$ cat config.mk
export PLATFORM = sky130hd
export DESIGN_NAME = beat_counter
export DESIGN_NICKNAME = d
export VERILOG_FILES = /design/src/icache_pkg.sv /design/src/beat_counter.sv
export SDC_FILE = /design/constraint.sdc
export NUM_CORES = 1
export LEC_CHECK = 0
export ABC_CLOCK_PERIOD_IN_PS = 1560
export BUFFER_PORTS_ARGS = -buffer_cell sky130_fd_sc_hd__buf_2
export CAP_MARGIN = 20
export CORE_AREA = 10 10 47 49
export CTS_CLUSTER_DIAMETER = 80
export CTS_CLUSTER_SIZE = 28
export DETAILED_ROUTE_END_ITERATION = 16
export DIE_AREA = 0 0 57 59
export PLACE_DENSITY = 0.33
export SYNTH_ARGS = -nofsm -noshare
export SYNTH_HDL_FRONTEND = slang
export SYNTH_SLANG_ARGS = --single-unit
$ cat constraint.sdc
create_clock -name clk -period 1.56 [get_ports clk]
set_clock_uncertainty 0.2 [all_clocks]
set_input_delay 0.156 -clock clk [delete_from_list [all_inputs] [get_ports clk]]
set_output_delay 0.156 -clock clk [all_outputs]
set_load 0.02 [all_outputs]
$ cat src/icache_pkg.sv
`default_nettype none

package icache_pkg;

    // word and line geometry
    localparam int WORD_W     = 32;
    localparam int LINE_WORDS = 16;
    localparam int SET_COUNT  = 64;

    // address field widths
    localparam int BYTE_W   = 2;
    localparam int OFFSET_W = $clog2(LINE_WORDS);
    localparam int INDEX_W  = $clog2(SET_COUNT);
    localparam int TAG_W    = WORD_W - INDEX_W - OFFSET_W - BYTE_W;

    // one burst covers one full line
    localparam logic [7:0] AXI_LEN        = 8'(LINE_WORDS - 1);
    // four bytes per beat
    localparam logic [2:0] AXI_SIZE_WORD  = 3'b010;
    localparam logic [1:0] AXI_BURST_INCR = 2'b01;

    typedef logic [WORD_W-1:0] word_t;

    // word slot inside a line, also the beat number
    typedef logic [OFFSET_W-1:0] beat_idx_t;

    // fetch address
    // flat byte view for the bus, field view for lookup and fill
    typedef union packed {
        word_t flat;
        struct packed {
            logic [TAG_W-1:0]    tag;
            logic [INDEX_W-1:0]  index;
            logic [OFFSET_W-1:0] offset;
            logic [BYTE_W-1:0]   byte_off;
        } f;
    } fetch_addr_u;

endpackage

`default_nettype wire

$ cat src/beat_counter.sv
`timescale 1ns/10ps
`default_nettype none

module beat_counter (
    input  wire logic                  clk,
    input  wire logic                  rst_n,
    input  wire logic                  clear,
    input  wire logic                  beat,
    output icache_pkg::beat_idx_t      idx,
    output logic                       last
);

    // index of the final beat in a line
    localparam icache_pkg::beat_idx_t LAST_IDX =
        icache_pkg::beat_idx_t'(icache_pkg::LINE_WORDS - 1);

    // count of accepted beats
    // stops at the final beat instead of wrapping
    always_ff @(posedge clk) begin
        if (!rst_n) begin
            idx <= '0;
        end else if (clear) begin
            // restart for the next burst
            idx <= '0;
        end else if (beat && !last) begin
            idx <= idx + 1'b1;
        end
    end

    // final beat of the line
    assign last = (idx == LAST_IDX);

endmodule

`default_nettype wire

Word-level counts from Yosys, hierarchy flattened

Cells that the tools add are included.

Word-level logic and storage cells: 7
Bits of input ports: 4
Register bits after elaboration: 4
Output and inout bits: 5

Bitwise logic cells: 1
Reductions and logical operators: 3
Add/sub/neg operators: 1
Equality and inequality tests: 1

Operators by type and width:

| operator                                                      | count |
|---|---|
| 4-bit by 1-bit adder with 4-bit output, second input constant | 1 |
| 4-bit equality test, second input constant                    | 1 |
| 2-bit OR reduction                                            | 1 |
| 1-bit logical AND                                             | 1 |
| 1-bit logical NOT                                             | 1 |
| 1-bit NOT                                                     | 1 |

Logic depth before layout (Yosys ltp)

Depth in word-level cells: 3
Gate-level depth with buffers: 5
Mapped depth without buffers: 4

Worst setup path before layout

Ideal clock, no wire load.

Kind: register to register
From: register idx[0]
To: register idx[0]
Clock period less this slack: 1.622 ns
Arrival: 1.352 ns
Setup slack: -0.062 ns
Data required time: 1.290 ns
Stages on the path, launching flop included: 6
Cells stage by stage: dfxtp_1 -> ha_1 -> and3_1 -> buf_6 -> or3_1 -> a21oi_1

Word-level cells in the longest chain between the ends: 3

RTL lines:

| what                   | RTL line           | RTL |
|---|---|---|
| start, declared        | beat_counter.sv:9  | `output icache_pkg::beat_idx_t idx,` |
| start signal, assigned | beat_counter.sv:26 | `idx <= idx + 1'b1;` |
| 4-bit equality test    | beat_counter.sv:31 | `assign last = (idx == LAST_IDX);` |
| via last               | beat_counter.sv:10 | `output logic last` |
| 1-bit logical NOT      | beat_counter.sv:25 | `end else if (beat && !last) begin` |
| 1-bit logical AND      | beat_counter.sv:25 |  |

The timed path passes the listed nets, and every way through them passes these cells.
A chain may end at the register's enable or synchronous reset.

Worst setup path in the final report

From: register idx[0]
To: output last

Word-level cells in the longest chain between the ends: 1

RTL lines:

| what                | RTL line |
|---|---|
| 4-bit equality test | beat_counter.sv:31 |
| end, declared       | beat_counter.sv:10 |

No other way between the ends.

==> results by group <==
Status
  • Outcome: finished, final reports clean

GRT
  • Gr usage total: 3.58%
  • Number of global-route vias before repair: 205
  • Initial antenna violation count: 0
  • Pin count of the biggest net entering global routing: 7
  • Total congestion overflow: 0
  • Wire length of the first global-routing pass: 897 um

Logic synthesis
  • Unique masters post-synth: 14
  • Syn_area_per_cell: 8.99 sq um
  • Number of warnings reported in the yosys synthesis log: 0
  • Portion of the post-synthesis area used by sequential elements: 40.5%
  • Synth Register Bits: 4
  • Fraction of post-synthesis cell area in the top cell type by area: 40.5%
  • Netlist Area Pre-Place: 198 sq um
  • Leading area contributor after synthesis: sky130_fd_sc_hd__dfxtp_1
  • Top cells by area, synth: sky130_fd_sc_hd__dfxtp_1 (41%), sky130_fd_sc_hd__a21oi_1 (10%), sky130_fd_sc_hd__o21ai_1 (7.6%)
  • Cells after synthesis: 22
  • Net count after synthesis: 27

Cells and area
  • Count of non-filler cells in the finished layout: 48
  • Sequential cell area: 82.6 sq um
  • Registers with the highest flip-flop counts: idx x4
  • Layout cell share with drive strength beyond 1: 50.0%
  • Diodes inserted: 0
  • Flip-flop count of the largest register, all copies and words added: 4
  • Nets: 39
  • Area delta synth->final: 42.4%
  • Largest Register: idx
  • Area of the multi-input gates: 110 sq um
  • Number of fill cells in the layout: 168

Critical path
  • Type of destination of the critical path: output port
  • Req. time, crit path: 1.20 ns
  • Data arrival, critical path: 1.13 ns
  • Worst-path fanout max: 6
  • Kind of launch point of the worst setup path: flop
  • Critical Setup Path Class: reg2out

Placement
  • Post-Place Cells: 45
  • Placer congestion estimate: 0.679
  • IO Port Bufs: 8
  • DP HPWL: 415 um

Floorplanning
  • Initial cell density of the core: 14.1%
  • Number of rows in the core area: 14
  • Ports placed on the boundary: 9
  • Width of the die: 57 um
  • Core ar.: 1400 sq um
  • Area of the die: 3360 sq um
  • Vertical die dimension: 59 um

STA
  • Crit share post-route: 95.4%
  • Upper clock frequency limit: 0.672 GHz
  • Setup repair after global routing missed its margin: no
  • Number of setup violations in the final report: 0
  • Max-slew violations: 0
  • Setup Total Neg Slack: 0 ns
  • Hold Violations, Final: 0
  • Slew margin rel.: 90.6%
  • Final critical delay including setup and external delays: 1.49 ns
  • Worst Tran Pin Value: 0.140 ns

Route
  • Routed via count divided by cell count: 4.02
  • Remaining number of nets flagged by the antenna check after routing: 0
  • Wirelength, routed: 478 um
  • WL/cell: 9.96 um
  • DRC violations left: 0
  • DR iter-0 viols: 0
  • Number of iterations in the first detailed-routing pass: 1
  • Total vias in the final route: 193

Power
  • Lkg Pwr: 0.118 nW
  • VDD IR-drop max: 0.000215 V
  • Cell area power density: 872 nW/um^2

CTS
  • Root cell of the clock tree: sky130_fd_sc_hd__clkbuf_4
  • H-tree depth reported by CTS: 1
  • Clock buffers created by TritonCTS: 3
  • Clock insertion delay at the later pin of the skew report: 0.23 ns
  • Post-CTS Setup Repair Bufs: 0
  • Clock transition at path regs: 0.03 ns
  • TritonCTS clock tree: built
  • Sinks on Clock Net: 4
  • CTS max path bufs: 2

Worst hold path
  • Hold crit path type: in2reg

Job
  • Number of max-cap violations: 0
-- cells by family after synthesis --
family | synth area share [%]
AND/OR/NAND/NOR | 27.9
buffers and inverters | 7.59
AO/OA/AOI/OAI | 17.7
adder cells (fa/ha/maj) | 6.33
flip-flops | 40.5
-- worst max-delay path, cell delays in order, from the launching register on --
cell and delay, ns:
sky130_fd_sc_hd__dfxtp_2 0.35, sky130_fd_sc_hd__ha_2 0.19, sky130_fd_sc_hd__and3_4 0.22, sky130_fd_sc_hd__buf_4 0.14
-- layout by cell type, fill, tap and decap left out, types with 2 or more instances in the layout --
| cell | instances |
|---|---|
| sky130_fd_sc_hd__buf_2 | 7 |
| sky130_fd_sc_hd__dfxtp_1 | 2 |
| sky130_fd_sc_hd__a21oi_1 | 4 |
| sky130_fd_sc_hd__clkbuf_4 | 3 |
| sky130_fd_sc_hd__o21ai_1 | 3 |
| sky130_fd_sc_hd__dfxtp_2 | 2 |
-- Yosys cell counts --
cell type,number
sky130_fd_sc_hd__nand3b_1,1
sky130_fd_sc_hd__dfxtp_1,4
sky130_fd_sc_hd__and4b_2,1
sky130_fd_sc_hd__or2_0,1
sky130_fd_sc_hd__ha_1,1
sky130_fd_sc_hd__nand4_1,1
sky130_fd_sc_hd__nor3_1,1
sky130_fd_sc_hd__and3_1,1
sky130_fd_sc_hd__o21ai_1,3
sky130_fd_sc_hd__a21oi_1,4
sky130_fd_sc_hd__buf_6,1
sky130_fd_sc_hd__nand2b_1,1
sky130_fd_sc_hd__or3_1,1
sky130_fd_sc_hd__clkinv_1,1
-- routing by layer --
layer  global-route usage (%)  routed length, um  vias to the layer above
met4                     5.03                  0                        0
li1                         -                  -                      101
met1                     2.94                173                       89
met5                        0                  0                        -
met3                     1.29                  7                        0
met2                     5.74                297                        3
-- what timing repair did --
| action | 4_1_cts | 5_1_grt |
|---|---|---|
| hold buffers | 0 | 0 |
| resized for setup | 1 | 2 |
| endpoints found under the setup margin | 1 | 1 |
-- final timing paths --
check,startpoint,to,slack [ns],depth (start not counted)
worst min register to register,idx[1]$_SDFFE_PP0P_,idx[1]$_SDFFE_PP0P_,0.30,2
worst min-delay path,beat,idx[1]$_SDFFE_PP0P_,0.03,3
worst max-delay path,idx[0]$_SDFFE_PP0P_,last,0.07,3
worst max register to register,idx[0]$_SDFFE_PP0P_,idx[0]$_SDFFE_PP0P_,0.13,4
-- cell type report --
type | count | area share, %
sequential | 4 | 29.3
clock buffer | 3 | 8.00
timing repair buffer | 8 | 15.1
inverter | 1 | 1.33
tap | 16 | 7.11
multi-input combinational | 16 | 39.1
-- metrics by stage --
step / cell area, sq um / hold slack (ns) / power, mW / worst slack (ns) / utilization (%)
floorplan: 203 / 0.108 / 0.116 / 0.0136 / -
CTS: 275 / 0.0264 / 0.254 / 0.00874 / 19.6
detailed placement: 251 / 0.275 / 0.124 / 0.0918 / 17.9
finish: 282 / 0.0330 / 0.245 / 0.0716 / 20.1
global placement: 251 / 0.277 / 0.124 / 0.0930 / 17.9
global route: 282 / 0.0658 / 0.269 / 0.0136 / 20.1
-- power by group --
group,internal (mW),total [mW],switching (mW)
combinational,0.00694,0.0156,0.00867
clock,0.0857,0.123,0.0375
sequential,0.105,0.107,0.00173
total,0.198,0.245,0.0479
(Power assumes the default switching activity.)
