`config.mk`:
```
export PLATFORM = sky130hd
export DESIGN_NAME = refill_fsm
export DESIGN_NICKNAME = d
export VERILOG_FILES = /design/src/icache_pkg.sv /design/src/refill_fsm.sv
export SDC_FILE = /design/constraint.sdc
export NUM_CORES = 1
export LEC_CHECK = 0
export ABC_CLOCK_PERIOD_IN_PS = 2500
export BUFFER_PORTS_ARGS = -buffer_cell sky130_fd_sc_hd__buf_2
export CORE_AREA = 2 2 72 74
export CTS_BUF_LIST = sky130_fd_sc_hd__clkbuf_8
export DETAILED_ROUTE_END_ITERATION = 8
export DIE_AREA = 0 0 74 76
export GPL_ROUTABILITY_DRIVEN = 0
export GPL_TIMING_DRIVEN = 0
export PLACE_DENSITY = 0.77
export SYNTH_ARGS = -nofsm -noshare
export SYNTH_HDL_FRONTEND = slang
export SYNTH_SLANG_ARGS = --single-unit
```
`constraint.sdc`:
```
create_clock -name clk -period 2.5 [get_ports clk]
set_input_delay 0.75 -clock clk [delete_from_list [all_inputs] [get_ports clk]]
set_output_delay 0.75 -clock clk [all_outputs]
set_load 0.01 [all_outputs]
```
`src/icache_pkg.sv`:
```
`default_nettype none

package icache_pkg;

    // word and line geometry
    localparam int WORD_W     = 32;
    localparam int LINE_WORDS = 16;
    localparam int SET_COUNT  = 64;

    // address field widths
    localparam int BYTE_W   = 2;
    localparam int OFFSET_W = $clog2(LINE_WORDS);
    localparam int INDEX_W  = $clog2(SET_COUNT);
    localparam int TAG_W    = WORD_W - INDEX_W - OFFSET_W - BYTE_W;

    // one burst covers one full line
    localparam logic [7:0] AXI_LEN        = 8'(LINE_WORDS - 1);
    // four bytes per beat
    localparam logic [2:0] AXI_SIZE_WORD  = 3'b010;
    localparam logic [1:0] AXI_BURST_INCR = 2'b01;

    typedef logic [WORD_W-1:0] word_t;

    // word slot inside a line, also the beat number
    typedef logic [OFFSET_W-1:0] beat_idx_t;

    // fetch address
    // flat byte view for the bus, field view for lookup and fill
    typedef union packed {
        word_t flat;
        struct packed {
            logic [TAG_W-1:0]    tag;
            logic [INDEX_W-1:0]  index;
            logic [OFFSET_W-1:0] offset;
            logic [BYTE_W-1:0]   byte_off;
        } f;
    } fetch_addr_u;

endpackage

`default_nettype wire

```
`src/refill_fsm.sv`:
```
`timescale 1ns/10ps
`default_nettype none

module refill_fsm #(
    parameter logic [3:0] AXI_ID = 4'd0
) (
    input  wire logic                     clk,
    input  wire logic                     rst_n,
    // fetch request and response
    input  wire logic                     req_valid,
    input  wire icache_pkg::fetch_addr_u  req_addr,
    output logic                          req_ready,
    input  wire logic                     flush,
    output logic                          resp_valid,
    input  wire logic                     resp_ready,
    // AXI read address
    output logic                          arvalid,
    input  wire logic                     arready,
    output icache_pkg::word_t             araddr,
    // AXI read data
    input  wire logic                     rvalid,
    input  wire logic [3:0]               rid,
    output logic                          rready,
    // line store control
    output logic                          lookup_en,
    output icache_pkg::fetch_addr_u       lookup_addr,
    input  wire logic                     hit,
    output logic                          fill_en,
    // beat counter control
    output logic                          cnt_clear,
    input  wire logic                     cnt_last,
    output logic                          inval_all
);

    localparam logic [2:0] ST_IDLE    = 3'd0;
    localparam logic [2:0] ST_LOOKUP  = 3'd1;
    localparam logic [2:0] ST_REQUEST = 3'd2;
    localparam logic [2:0] ST_RECEIVE = 3'd3;
    localparam logic [2:0] ST_RESPOND = 3'd4;

    logic [2:0]              state;
    icache_pkg::fetch_addr_u addr_q;
    icache_pkg::fetch_addr_u line_base;
    logic                    accept;
    logic                    beat_ok;
    logic                    fill_done;

    // request taken only in idle
    assign accept = (state == ST_IDLE) && req_valid;

    // beat of our own burst
    // other ids pass by untouched
    assign beat_ok   = (state == ST_RECEIVE) && rvalid && (rid == AXI_ID);
    assign fill_done = beat_ok && cnt_last;

    always_ff @(posedge clk) begin
        if (!rst_n) begin
            state <= ST_IDLE;
        end else begin
            case (state)
                ST_IDLE: begin
                    if (accept) begin
                        state <= ST_LOOKUP;
                    end
                end
                ST_LOOKUP: begin
                    // hit flag registered at the accept edge
                    state <= hit ? ST_RESPOND : ST_REQUEST;
                end
                ST_REQUEST: begin
                    if (arready) begin
                        state <= ST_RECEIVE;
                    end
                end
                ST_RECEIVE: begin
                    if (fill_done) begin
                        state <= ST_RESPOND;
                    end
                end
                ST_RESPOND: begin
                    if (resp_ready) begin
                        state <= ST_IDLE;
                    end
                end
                default: begin
                    state <= ST_IDLE;
                end
            endcase
        end
    end

    // request address, held for the whole miss
    always_ff @(posedge clk) begin
        if (accept) begin
            addr_q <= req_addr;
        end
    end

    // line base for the burst
    always_comb begin
        line_base            = addr_q;
        line_base.f.offset   = '0;
        line_base.f.byte_off = '0;
    end

    assign araddr = line_base.flat;

    // handshake outputs straight from the state
    assign req_ready  = (state == ST_IDLE);
    assign resp_valid = (state == ST_RESPOND);
    assign arvalid    = (state == ST_REQUEST);
    assign rready     = (state == ST_RECEIVE);

    // first read on accept
    // second read on the last beat picks the word from the new line
    assign lookup_en   = accept || fill_done;
    assign lookup_addr = (state == ST_IDLE) ? req_addr : addr_q;

    assign fill_en   = beat_ok;
    // counter held at zero until the burst starts
    assign cnt_clear = (state == ST_REQUEST);
    // flush only between requests
    assign inval_all = flush && (state == ST_IDLE);

endmodule

`default_nettype wire

```
Yosys cells after proc, flatten, opt, wreduce, memory -nomap -nowiden
Index checks and enable logic that the tools add are counted.
{ "word_totals": {"regBits": 35, "in_bits": 45, "out_inout_bits": 72} }
{ "op_classes": {"n_eq_ne": 8, "muxes": 7, "n_reduce_logical": 9} }
{ "op_table": {"columns": ["op", "n"], "rows": [
  ["$mux W32", 1],
  ["$mux W3", 5],
  ["$pmux W3 S5", 1],
  ["$ne A2 B1 Y1 const B", 4],
  ["$eq A3 B2 Y1 const B", 2],
  ["$logic_and A1 B1 Y1", 5],
  ["$logic_not A4 Y1", 1],
  ["$reduce_and A4 Y1", 1],
  ["$eq A3 B1 Y1 const B", 1],
  ["$eq A3 B3 Y1 const B", 1],
  ["$logic_not A3 Y1", 1],
  ["$logic_or A1 B1 Y1", 1]
]} }

Depth between registers and ports, before layout
{ "logic_depth": {"depth_word": 6, "mapped_depth": 5, "depth_no_buf": 4} }

Worst setup path after synthesis
Ideal clock, no wire load.
{ "synth_path": {"path_type": "reg-to-output", "from": "register state[2]", "to": "output lookup_en", "arrival_time_ns": 1.855, "required_ns": 1.750, "path_slack_ns": -0.105, "path_stages_with_launch": 5, "n_path_buf": 1, "path_cell_list": "dfxtp_1 -> buf_4 -> nor3_4 -> and2_1 -> a21o_1"} }
{ "synth_via": {"elab_cells_between_ends": 7, "cone_classes": "1 x eq/ne; 6 x reduce/logical"} }
{ "synth_lines": {"columns": ["item", "line_no", "source"], "rows": [
  ["start, declared", "refill_fsm.sv:41", "logic [2:0] state;"],
  ["start signal, assigned", "refill_fsm.sv:68", "state <= hit ? ST_RESPOND : ST_REQUEST;"],
  ["$logic_not A3 Y1", "refill_fsm.sv:49", "assign accept = (state == ST_IDLE) && req_valid;"],
  ["$logic_and A1 B1 Y1", "refill_fsm.sv:49", null],
  ["net accept", "refill_fsm.sv:44", "logic accept;"],
  ["$logic_or A1 B1 Y1", "refill_fsm.sv:116", "assign lookup_en = accept || fill_done;"],
  ["end, declared", "refill_fsm.sv:25", "output logic lookup_en,"]
]} }
The timed path passes the listed nets, and every way through them passes these cells.

==> impl_results.rst <==
.. list-table::
   :header-rows: 1

   * - Metric
     - Value
   * - Seq pwr share
     - 0.301
   * - Cell count after synthesis
     - 137
   * - Part of the power in combinational logic
     - 0.517
   * - Summed instance area of the synthesized netlist
     - 0.00189 sq mm
   * - Sum of negative setup slack
     - 0 ns
   * - CTS tree
     - done
   * - Post-route worst setup slack
     - between 0.02 and 0.025 ns
   * - Crit path top cell by count
     - sky130_fd_sc_hd__buf_6
   * - Share of flip-flops with an asynchronous set or reset after synthesis
     - 0
   * - Final antenna-violating net count
     - 0
   * - Count of different cell masters after synthesis
     - 25
   * - Maximum clock skew at final layout
     - 0.00481 ns
   * - Vias post-DR
     - 1,491
   * - Lkg Pwr
     - 1.44 nW
   * - Most numerous cell types in the synthesized netlist
     - sky130_fd_sc_hd__buf_4 (35), sky130_fd_sc_hd__edfxtp_1 (32), sky130_fd_sc_hd__mux2_2 (30)
   * - Startpoint of the worst register-to-register path
     - state[2]$_SDFFE_PN0P_
   * - Max-capacitance violation count
     - 0
   * - Crit path required time
     - 1.75 ns
   * - Aggregate routed wire length
     - 4.73 mm
   * - Most instantiated flip-flop cell in the synthesis netlist
     - sky130_fd_sc_hd__edfxtp_1
   * - Final Max Tran Viols
     - 0
   * - Die span in x
     - 74 microns
   * - Fin nets
     - 309
   * - Startpoint types
     - register
   * - Worst Path Max Fanout
     - 6
   * - Endpoint of the worst setup timing path
     - lookup_addr[10]
   * - Post-detailed-route via-to-cell ratio
     - around 4.5
   * - Sequential area share after synthesis
     - 0.541
   * - Result of the run
     - finished, final reports clean
   * - Largest stage delay on the critical path
     - 0.34 ns
   * - P_int
     - between 1.5 and 2 mW
   * - Area of the die
     - 0.00562 sq mm
   * - VDD IR-drop max
     - 0.000410 V
   * - RSZ-0062 raised after global routing
     - yes
   * - Cell-by-cell listing of the critical path
     - buf_6 -> nor3_4 -> buf_6 -> clkbuf_16 -> mux2_2 -> buf_6
   * - Worst r2r dst
     - addr_q[29]$_DFFE_PP_
   * - Number of clock buffers inserted by TritonCTS
     - 5
   * - Number of sinks handled by clock tree synthesis
     - 35
   * - Worst Path Class, Setup
     - register to output pin
   * - Register-to-Register Path Depth
     - 5
   * - Switching power as a share of total power
     - 0.305
   * - N_diodes
     - 0
   * - Floorplan core area
     - ~0.005 sq mm
   * - Cell with the most instances after synthesis
     - sky130_fd_sc_hd__buf_4
   * - Maximum root-to-sink buffer count
     - 2
   * - Total GRT Usage
     - 0.139
   * - Clock latency of the later-clocked register in the worst-skew pair
     - 0.28 ns
   * - Final cycle utilization of the critical path
     - 0.991
   * - Worst Hold Margin
     - 0.641 ns
   * - Final setup fails
     - 0
   * - Number of hold-repair buffers added at the cts stage
     - 0
   * - Count of warnings emitted by yosys
     - 0
   * - Crit path DAT
     - 1.73 ns
   * - Fraction of layout cells with a size suffix above 1
     - 0.740
   * - Fmax
     - 0.404 GHz
   * - Clock Pin Slew Worst Setup and Hold Paths
     - about 0.070 ns
   * - Type of the worst min-delay path
     - register to register
   * - Fin crit period
     - between 2 and 2.5 ns
   * - FILL cells
     - just under 400
   * - Total iterations of the first detailed-routing run
     - 4
   * - Crit path capture type
     - output pin
   * - Cell accounting for the most synthesized area
     - sky130_fd_sc_hd__edfxtp_1
   * - Average routed wire per standard cell
     - 14.1 microns
   * - Number of flops mapped to enable cells by yosys
     - 32
   * - Chip Height
     - 76 microns
   * - Setup WS pre-CTS
     - -0.170 ns
   * - Portion of synthesized cell area occupied by the leading cell type
     - 0.509
   * - Count of boundary I/O pins
     - between 100 and 150
   * - Leading post-synthesis cells by cell area
     - sky130_fd_sc_hd__edfxtp_1 (51%), sky130_fd_sc_hd__mux2_2 (18%), sky130_fd_sc_hd__buf_4 (14%)
   * - Vias in the first global route
     - 1,283
   * - Pin count of the biggest net entering global routing
     - 18
   * - Net switching power figure
     - around 0.82 mW
   * - IO buf count
     - 110
   * - Register bit total from synthesis
     - 35
   * - Detailed-placement wirelength estimate
     - 3.08 mm
   * - Initial Utilization
     - 0.384
   * - Per-instance average area after synthesis
     - around 14 sq um
   * - Number of DRC markers in iteration 0
     - 80
   * - Antenna violations before repair
     - 0
   * - Depth of the CTS H-tree
     - 2
   * - Overflow left after global routing
     - 0
   * - Cell row count
     - 26
   * - Clock share of power
     - 0.183
   * - Final count of hold timing violations
     - 0
   * - Power Density
     - 906 mW/mm^2
   * - Relative area change from synthesis to final layout
     - 56.8%
   * - CTS Root Buffer Type
     - sky130_fd_sc_hd__clkbuf_8
   * - Internal reg-to-reg setup slack
     - 0.79 ns
   * - Cell with the largest stage delay on the worst path
     - sky130_fd_sc_hd__mux2_2
   * - Number of DRC violations after detailed routing
     - 0
   * - First-pass GRT wire length
     - 5.99 mm
   * - Worst setup path start
     - state[2]$_SDFFE_PN0P_
## cells in the final DEF, fill, tap and decap left out, types with 2 or more instances in the layout
| cell | Yosys | routed |
|---|---|---|
| sky130_fd_sc_hd__a21oi_1 | 2 | 2 |
| sky130_fd_sc_hd__and2_1 | 4 | 3 |
| sky130_fd_sc_hd__buf_2 | 1 | 89 |
| sky130_fd_sc_hd__buf_4 | 35 | 35 |
| sky130_fd_sc_hd__buf_6 | 3 | 25 |
| sky130_fd_sc_hd__buf_8 | 0 | 2 |
| sky130_fd_sc_hd__clkbuf_16 | 0 | 2 |
| sky130_fd_sc_hd__clkbuf_8 | 0 | 5 |
| sky130_fd_sc_hd__conb_1 | 1 | 6 |
| sky130_fd_sc_hd__dfxtp_1 | 3 | 2 |
| sky130_fd_sc_hd__edfxtp_1 | 32 | 32 |
| sky130_fd_sc_hd__mux2_2 | 30 | 10 |
| sky130_fd_sc_hd__mux2_4 | 0 | 21 |
| sky130_fd_sc_hd__mux2i_1 | 3 | 3 |
| sky130_fd_sc_hd__nand2_1 | 3 | 3 |
| sky130_fd_sc_hd__nor2_1 | 6 | 6 |
## state kept, by name, summed over array words and instances (netlist names)
signal and cells:
addr_q 32, state 3
## power by group through the flow
stage | combinational (mW) | clock [mW] | sequential, mW
final | 1.39 | 0.491 | 0.806
after global routing | 1.48 | 0.530 | 0.819
after CTS | 1.07 | 0.503 | 0.793
after detailed placement | 1.03 | 0 | 0.807
after global placement | 1.02 | 0 | 0.800
after floorplan | 0.692 | 0 | 0.793
## worst max-delay path, delay by kind of cell, from the launching register on
kind	cells	cell delay, ns
buf+inv	4	0.58
flops	1	0.32
mux	1	0.34
simple gates	1	0.21
## through the flow
step / utilization / total power, mW / instances / instance area (sq um)
2_1_floorplan: - / 1.48 / 142 / 1910
3_3_place_gp: 0.518 / 1.81 / 322 / 2550
3_5_place_dp: 0.518 / 1.83 / 322 / 2550
4_1_cts: 0.547 / 2.37 / 334 / 2690
5_1_grt: 0.603 / 2.83 / 335 / 2960
6_report: 0.603 / 2.68 / 335 / 2960
## kinds of logic after synthesis
group                  after synthesis  synth area share
AOI/OAI and AO/OA                    6            0.0225
buffers and inverters               39             0.160
and+or+nand+nor                     21            0.0683
muxes                               35             0.207
DFF                                 35             0.541
other                                1           0.00199
## layer usage
metal,up-vias,GRT usage,part of all wire
li1,710,-,-
met1,710,0.151,0.38
met2,65,0.243,0.53
met3,6,0.0503,0.072
met4,0,0.0455,0.015
met5,-,0,0
## worst min path at each step
stage | endpoint | cells past startpoint | slack (ns) | start
finish | state[2]$_SDFFE_PN0P_ | 3 | 0.64 | state[2]$_SDFFE_PN0P_
global route | addr_q[2]$_DFFE_PP_ | 1 | 0.64 | req_addr[2]
CTS | state[2]$_SDFFE_PN0P_ | 3 | 0.65 | state[2]$_SDFFE_PN0P_
detailed placement | state[2]$_SDFFE_PN0P_ | 3 | 0.63 | state[2]$_SDFFE_PN0P_
global placement | state[2]$_SDFFE_PN0P_ | 3 | 0.63 | state[2]$_SDFFE_PN0P_
floorplan | state[2]$_SDFFE_PN0P_ | 3 | 0.59 | state[2]$_SDFFE_PN0P_
## area by class of cell
type | count | area [sq um] | area share
repair buffers | 116 | 773 | 0.261
clock buffers | 5 | 68.8 | 0.0232
multi-input cells | 69 | 673 | 0.227
clock inverters | 3 | 38.8 | 0.0131
flip-flops and latches | 35 | 1020 | 0.345
well taps | 70 | 87.6 | 0.0296
plain buffers | 37 | 297 | 0.100
## timing repair
item                       CTS  global route
resized for setup            1            49
pin swaps                    2             1
setup buffers                3             1
gates cloned                 1             2
setup endpoints to repair   29            31
Note: power is estimated with default switching activity, not from simulation.
